### config.mk
export PLATFORM = sky130hd
export DESIGN_NAME = cache_ctrl
export DESIGN_NICKNAME = d
export VERILOG_FILES = /design/src/verilog/cache_pkg.sv /design/src/verilog/cache_ctrl.sv
export SDC_FILE = /design/constraint.sdc
export NUM_CORES = 1
export LEC_CHECK = 0
export BUFFER_PORTS_ARGS = -buffer_cell sky130_fd_sc_hd__buf_2
export CORE_AREA = 5 5 123 125
export CTS_BUF_LIST = sky130_fd_sc_hd__clkbuf_16
export CTS_CLUSTER_SIZE = 10
export DETAILED_ROUTE_END_ITERATION = 10
export DIE_AREA = 0 0 128 130
export GPL_TIMING_DRIVEN = 0
export PLACE_DENSITY = 0.72
export SETUP_SLACK_MARGIN = 0.15
export SLEW_MARGIN = 20
export SYNTH_ARGS = -nofsm -noshare
export SYNTH_HDL_FRONTEND = slang
export SYNTH_SLANG_ARGS = --single-unit
export TNS_END_PERCENT = 5
### constraint.sdc
create_clock -name clk_i -period 7.2 [get_ports clk_i]
set_clock_uncertainty 0.2 [all_clocks]
set_input_delay 0.72 -clock clk_i [delete_from_list [all_inputs] [get_ports clk_i]]
set_output_delay 0.72 -clock clk_i [all_outputs]
set_load 0.01 [all_outputs]
### src/verilog/cache_pkg.sv
// 8-way cache shared types
// geometry, address fields and port structs
package cache_pkg;

    // geometry, fixed at eight ways of one-word blocks
    localparam int WAYS      = 8;
    localparam int INDEX_WAY = 3;
    localparam int DEPTH     = 1024;
    localparam int INDEX     = 10;
    // address split: tag 31:12, index 11:2, byte offset 1:0
    localparam int TAGLSB    = 12;
    localparam int TAGMSB    = 31;

    typedef logic [31:0]              addr_t;
    typedef logic [31:0]              word_t;
    typedef logic [INDEX-1:0]         index_t;
    typedef logic [TAGMSB-TAGLSB:0]   tag_t;
    typedef logic [INDEX_WAY-1:0]     way_t;

    // tag store lookup / write request
    typedef struct packed {
        index_t index;
        logic   we;
    } cache_req_type;

    // one tag entry
    typedef struct packed {
        logic valid;
        tag_t tag;
    } cache_tag_type;

    // cpu side, rw high means write
    typedef struct packed {
        logic  valid;
        logic  rw;
        addr_t addr;
        word_t data;
    } cpu_req_t;

    typedef struct packed {
        logic  ready;
        word_t data;
    } cpu_res_t;

    // memory side, same shape as the cpu port
    typedef struct packed {
        logic  valid;
        logic  rw;
        addr_t addr;
        word_t data;
    } mem_req_t;

    typedef struct packed {
        logic  ready;
        word_t data;
    } mem_res_t;

    // controller states
    typedef enum logic [2:0] {
        IDLE,
        COMPARE,
        MEM_READ,
        MEM_WRITE,
        REFILL,
        RESPOND
    } cache_state_t;

endpackage
### src/verilog/cache_ctrl.sv
// cache controller
// lookup, refill and write-through sequencing
module cache_ctrl (
    input  logic                     clk_i,
    input  logic                     rst_i,
    input  cache_pkg::cpu_req_t      cpu_req_i,
    output cache_pkg::cpu_res_t      cpu_res_o,
    output cache_pkg::mem_req_t      mem_req_o,
    input  cache_pkg::mem_res_t      mem_res_i,
    output cache_pkg::cache_req_type tag_req_o,
    output cache_pkg::cache_tag_type tag_write_o,
    output cache_pkg::tag_t          tag_o,
    input  logic                     hit_i,
    input  cache_pkg::way_t          way_i,
    output cache_pkg::way_t          data_way_o,
    output logic                     data_we_o,
    output cache_pkg::word_t         data_wdata_o,
    input  cache_pkg::word_t         rdata_i,
    output logic                     advance_o
);
    import cache_pkg::*;

    cache_state_t state_q;
    cache_state_t state_d;

    // latched cpu request and refill word
    cpu_req_t req_q;
    word_t    mem_word_q;
    // response source, memory word vs data store
    logic     from_mem_q;

    // next state
    always_comb begin
        state_d = state_q;
        case (state_q)
            IDLE: begin
                if (cpu_req_i.valid) begin
                    state_d = COMPARE;
                end
            end
            COMPARE: begin
                // writes always go through to memory
                if (req_q.rw) begin
                    state_d = MEM_WRITE;
                end else if (hit_i) begin
                    state_d = RESPOND;
                end else begin
                    state_d = MEM_READ;
                end
            end
            MEM_READ: begin
                if (mem_res_i.ready) begin
                    state_d = REFILL;
                end
            end
            MEM_WRITE: begin
                if (mem_res_i.ready) begin
                    state_d = RESPOND;
                end
            end
            REFILL:  state_d = RESPOND;
            RESPOND: state_d = IDLE;
            default: state_d = IDLE;
        endcase
    end

    // control state
    always_ff @(posedge clk_i) begin
        if (rst_i) begin
            state_q    <= IDLE;
            from_mem_q <= 1'b0;
        end else begin
            state_q <= state_d;
            if (state_q == COMPARE) begin
                from_mem_q <= 1'b0;
            end else if (state_q == REFILL) begin
                from_mem_q <= 1'b1;
            end
        end
    end

    // payload capture
    always_ff @(posedge clk_i) begin
        if (state_q == IDLE && cpu_req_i.valid) begin
            req_q <= cpu_req_i;
        end
        if (state_q == MEM_READ && mem_res_i.ready) begin
            mem_word_q <= mem_res_i.data;
        end
    end

    // tag store, lookup every cycle, write only on refill
    assign tag_req_o.index   = req_q.addr[TAGLSB-1:TAGLSB-INDEX];
    assign tag_req_o.we      = (state_q == REFILL);
    assign tag_write_o.valid = 1'b1;
    assign tag_write_o.tag   = req_q.addr[TAGMSB:TAGLSB];
    assign tag_o             = req_q.addr[TAGMSB:TAGLSB];

    // data store
    // compare: read the hit way, or update it on a write hit
    // refill: way_i is the victim since the lookup missed
    assign data_way_o   = way_i;
    assign data_we_o    = (state_q == REFILL) ||
                          (state_q == COMPARE && req_q.rw && hit_i);
    assign data_wdata_o = (state_q == REFILL) ? mem_word_q : req_q.data;
    assign advance_o    = (state_q == REFILL);

    // memory port, word aligned address held until ready
    assign mem_req_o.valid = (state_q == MEM_READ) || (state_q == MEM_WRITE);
    assign mem_req_o.rw    = (state_q == MEM_WRITE);
    assign mem_req_o.addr  = {req_q.addr[31:2], 2'b00};
    assign mem_req_o.data  = req_q.data;

    // cpu response, one cycle pulse
    assign cpu_res_o.ready = (state_q == RESPOND);
    assign cpu_res_o.data  = from_mem_q ? mem_word_q : rdata_i;

endmodule

# Word-level counts from Yosys, hierarchy flattened
# Cells that the tools add are included.
# classes
n_eq_ne	8
reduce_logical	9
muxes	8
# ops
operator	count
32-bit two-way mux	2
3-bit two-way mux	5
3-bit case mux with 5 select lines	1
3-bit by 2-bit == test with 1-bit output (second input constant)	2
3-bit == test (second input constant)	2
1-bit logical AND	4
2-bit inequality test (second input constant)	2
3-bit by 1-bit == test with 1-bit output (second input constant)	1
3-bit zero test	1
3-bit AND reduction	1
1-bit logical OR	2
2-bit by 1-bit inequality test with 1-bit output (second input constant)	1
2-bit OR reduction	1
# totals
wordCells	31
register_bits	101
output_inout_bits	188
input_bits	137

# Logic depth before layout (Yosys ltp)
# logic_depth
word_depth	4
depth_mapped	5
depth_no_buf	3

# Worst setup path after synthesis
# No wires, ideal clock.
# synth_timing
kind	input port to flip-flop
from	input port cpu_req_i[65] in the netlist's numbering
to	register req_q, in the netlist mem_req_o[0] (enable)
setup_slack_ns	1.374
n_path_buf	0
stages	2
setup_ns	0.562
t_required_ns	6.438
t_arrival_ns	5.064
path_cell_list	nand2b_1 > nor3_1
# synth_between
elab_chain_len	1
# synth_rtl
item	line_no	source
from (decl)	cache_ctrl.sv:6	input cache_pkg::cpu_req_t cpu_req_i,
1-bit logical AND	cache_ctrl.sv:84	if (state_q == IDLE && cpu_req_i.valid) begin
to (signal assigned)	cache_ctrl.sv:85	req_q <= cpu_req_i;
to (decl)	cache_ctrl.sv:27	cpu_req_t req_q;
# Every way passes these cells.
# A chain may end at the register's enable or synchronous reset.

# Worst setup path in the final report
# layout_timing
from	register state_q[2]
to	output port data_wdata_o[10]
# layout_between
elab_chain_len	2
# layout_rtl
item	line_no	source
from (decl)	cache_ctrl.sv:23	cache_state_t state_q;
from (signal assigned)	cache_ctrl.sv:73	state_q <= state_d;
3-bit == test	cache_ctrl.sv:105	assign data_wdata_o = (state_q == REFILL) ? mem_word_q : req_q.data;
32-bit two-way mux	cache_ctrl.sv:105	
to (decl)	cache_ctrl.sv:17	output cache_pkg::word_t data_wdata_o,
# Every way passes these cells.

==> impl.org <==
** Die
- Die X :: between 100 and 150 um
- Initial core utilization :: 34.9%
- Vertical extent of the die :: roughly 130 um
- DIE AREA :: 16600 um2
- I/O Pins :: 325
- After floorplanning, the core was sized to cover 13800 um2.
- After floorplanning, the core was divided into 43 placement rows.

** Logic synthesis
- Post-synth cell types :: 24
- edfxtp_1 takes more of the synthesized area than any other cell.
- Synth warnings :: 0
- In the synthesized netlist, the number of instances is 324.
- After synthesis the netlist holds a flip-flop and latch count of 99.
- Sequential cells were found to cover 60.9% of the synthesized design area.
- In this run the biggest area consumer among cell types represents 59.3% of the synthesized area.
- Among all flip-flop cells after synthesis, the most frequent one is edfxtp_1.
- Number of enable-type register cells in the synthesized netlist :: 95
- Dividing the synthesized area by the synthesized cell count gives 14.9 um2.
- After synthesis, the cell types taking the most area are edfxtp_1 59%, buf_4 19%, mux2_2 14%, dfxtp_1 1.7%, mux2_1 1.2%.
- For this run, asynchronously set or reset flops after synthesis account for 0%.
- The mapped netlist covers around 4800 um2.

** Outcome
- The flow ran to the end, and the final reports show no timing, DRC or antenna violations.

** Clocking
- At the later pin of the worst-skew pair, clock insertion delay measures 0.34 ns.
- The longest clock path from root to sink contains 2 buffers.
- Hold repair after CTS inserted 0 buffers.
- Number of CTS-inserted buffers :: 9
- Clock transition at the registers of the reported paths :: 0.07 ns
- Post-CTS sizing :: 0
- CTS tree :: built
- Number of buffers added for setup after CTS :: 0
- The cell sitting at the root of the clock tree is a clkbuf_16.
- Count of clock tree sinks :: 99
- The H-tree was split into 3 levels.

** Setup path
- Peak fanout along the critical path :: 10
- Req. time, crit path :: 6.28 ns
- Worst R2R Start :: state_q[2]
- Data on the critical path arrives at its endpoint at around 2.0 ns.
- Setup slack, reg-to-reg :: slightly below 5 ns
- Critical setup path kind :: reg -> out
- The worst setup path is captured at a primary output.
- Tracing the worst setup path back leads to its startpoint at state_q[2].
- Capturing point of the worst reg2reg path :: mem_req_o[50]
- Kind of start point of the critical path :: register
- The most critical setup path has its endpoint at data_wdata_o[10].
- For the worst flop-to-flop path, the logic depth is 7.

** Placed design
- I/O Buffers :: 316
- Final weighted congestion in routability-driven placement :: 0.848
- The wire-length estimate of the detail-placed layout is 11500 um.
- Counting tap cells, the placed design contains a total of 829 instances.

** STA
- Setup total negative slack on the finished layout was measured at 0 ns.
- Final hold violation count :: 0
- Max Transition Viols Final :: 0
- Minimum clock period after layout :: 2.92 ns
- Setup repair after global routing missed its margin :: false
- After layout, the worst path uses 40.6% of the clock period.
- Max Clock Freq :: 342 MHz
- Setup violations remaining at the end of the flow were counted as 0.

** Routing
- Total length of routed wires :: 13900 um
- Detailed Route Iter0 Violations :: 52
- Post-detailed-route count of antenna-violating nets :: 0
- The detailed router placed 3569 vias in this run.
- Using the TritonRoute via totals, the vias-per-cell ratio works out to 4.22.
- The pre-antenna-repair detailed-routing pass consisted of 4 iterations.
- For this run, design rule violations remaining after detail routing come to 0.
- Dividing the detail-routed wire length by the instance count gives 16.4 um.

** Power and ir drop
- Net switching is 31.5% of the power.
- Sequential share of power :: 38.8%
- The design draws approximately 2.1 mW.
- The clock network burns 20.1% of the power.
- Worst ir drop on vdd :: 146 uV
- In this run the power density over the cells is 307 nW/um2.
- Psw :: 0.676 mW
- The internal portion of the total power is 1.47 mW.
- In this run the static leakage power is 3.27 nW.
- Per report_power, the combinational group accounts for between 40 and 50% of the total.

** Flow run
- Max-cap violations in this run came to 0.

** Global route
- The first global-routing pass estimated 20100 um of wire.
- Global routing consumed, over all layers together, ~16% of the routing resources.
- Via count of the first global-routing pass :: 3796
- Pin count of the biggest net entering global routing :: 20
- The initial antenna violation count was 0.
- Global-route congestion overflow total :: 0

** Cells and area
- The final layout contains between 700 and 800 nets.
- Finished Layout Cells :: 845
- Ant diodes :: 0
- Post-synthesis to final-layout area growth :: 44.9%
- Cells with a size suffix above 1 make up between 70% and 80% of the layout.

** Worst hold path
- Path class of the lowest-slack min-delay path :: in -> reg
kinds of logic (layout without fill, tap and decap cells):
kind of cell,count (synthesis),after routing,share of synthesized area (%)
buffers and inverters,130,470,20.1
other,2,3,0.156
multiplexers,64,64,15.0
AND/OR/NAND/NOR,20,20,2.73
AO/OA/AOI/OAI,9,9,1.12
flip-flops,99,99,60.9
power groups by stage:
stage                     combinational (mW)  sequential [mW]  clock (mW)
after floorplan                        0.540            0.838           0
after global placement                 0.853            0.866           0
after detailed placement               0.896            0.845           0
after CTS                              0.900            0.833       0.448
after global routing                   0.952            0.844       0.470
final                                  0.881            0.832       0.430
per-stage QoR:
step / area, um2 / util (%) / hold WS, ns / worst slack (ns)
final: 6980 / 50.6 / 0.349 / 4.28
after CTS: 6980 / 50.6 / 0.327 / 4.22
after floorplan: 4820 / - / 0.317 / 1.37
after global placement: 6620 / 48.1 / 0.342 / -0.999
after global routing: 6980 / 50.6 / 0.327 / 4.14
after detailed placement: 6710 / 48.7 / 0.364 / 4.60
metal layers:
layer	GRT usage [%]	vias to the layer above	part of all wire (%)
li1	-	1704	-
met1	16.8	1650	35
met2	29.5	196	53
met3	5.24	19	10
met4	6.37	0	1.8
met5	0	-	0
layout make-up:
cell class	instances	area (um2)
fillers	1220	6800
repair buffers	324	1670
multi-input cells	96	923
clock buffers	9	225
plain buffers	129	963
flip-flops and latches	99	2930
well taps	180	225
clock inverters	7	36.3
inverters	1	3.75
registers in the layout, summed over array words and instances (netlist names):
| register | count |
|---|---|
| req_q | 1 |
| mem_req_o | 62 |
| from_mem_q | 1 |
| state_q | 3 |
| mem_word_q | 32 |
worst max-delay path, stage by stage, from the launching register on:
cell and delay [ns]:
dfxtp_1 0.32, buf_4 0.16, inv_2 0.07, nor3_4 0.39
buf_6 0.24, mux2_2 0.35, buf_2 0.14
synth_stat cells, types with 2 or more instances:
library cell and count:
edfxtp_1 95, conb_1 2, and2_1 2, buf_4 120
mux2_2 59, mux2_1 5, dfxtp_1 4, nor2b_1 5
nand2b_1 4, a21oi_1 5, or3_1 2, buf_6 3
buf_2 5, nor3_1 3
layout by cell type (no fill, tap or decap), types with 2 or more instances in the layout:
master,synthesis,layout
buf_2,5,321
buf_4,120,126
edfxtp_1,95,95
mux2_2,59,59
clkbuf_16,0,9
nor2b_1,5,5
mux2_1,5,5
a21oi_1,5,5
buf_6,3,4
nand2b_1,4,4
dfxtp_1,4,4
conb_1,2,3
and2_1,2,2
or3_1,2,2
nor3_1,3,2
clkinv_1,0,2
clkinvlp_4,0,2
clkinv_2,0,2
how the worst min path moves through the flow:
stage                        from  slack [ns]  cells past startpoint        endpoint
finish               mem_res_i[9]        0.35                      1   mem_word_q[9]
global route        mem_res_i[23]        0.33                      1  mem_word_q[23]
CTS                 mem_res_i[24]        0.33                      1  mem_word_q[24]
detailed placement     state_q[2]        0.36                      2      state_q[1]
global placement       state_q[2]        0.34                      2      state_q[1]
floorplan              state_q[2]        0.32                      2      state_q[1]
Note: power is estimated with default switching activity, not from simulation.
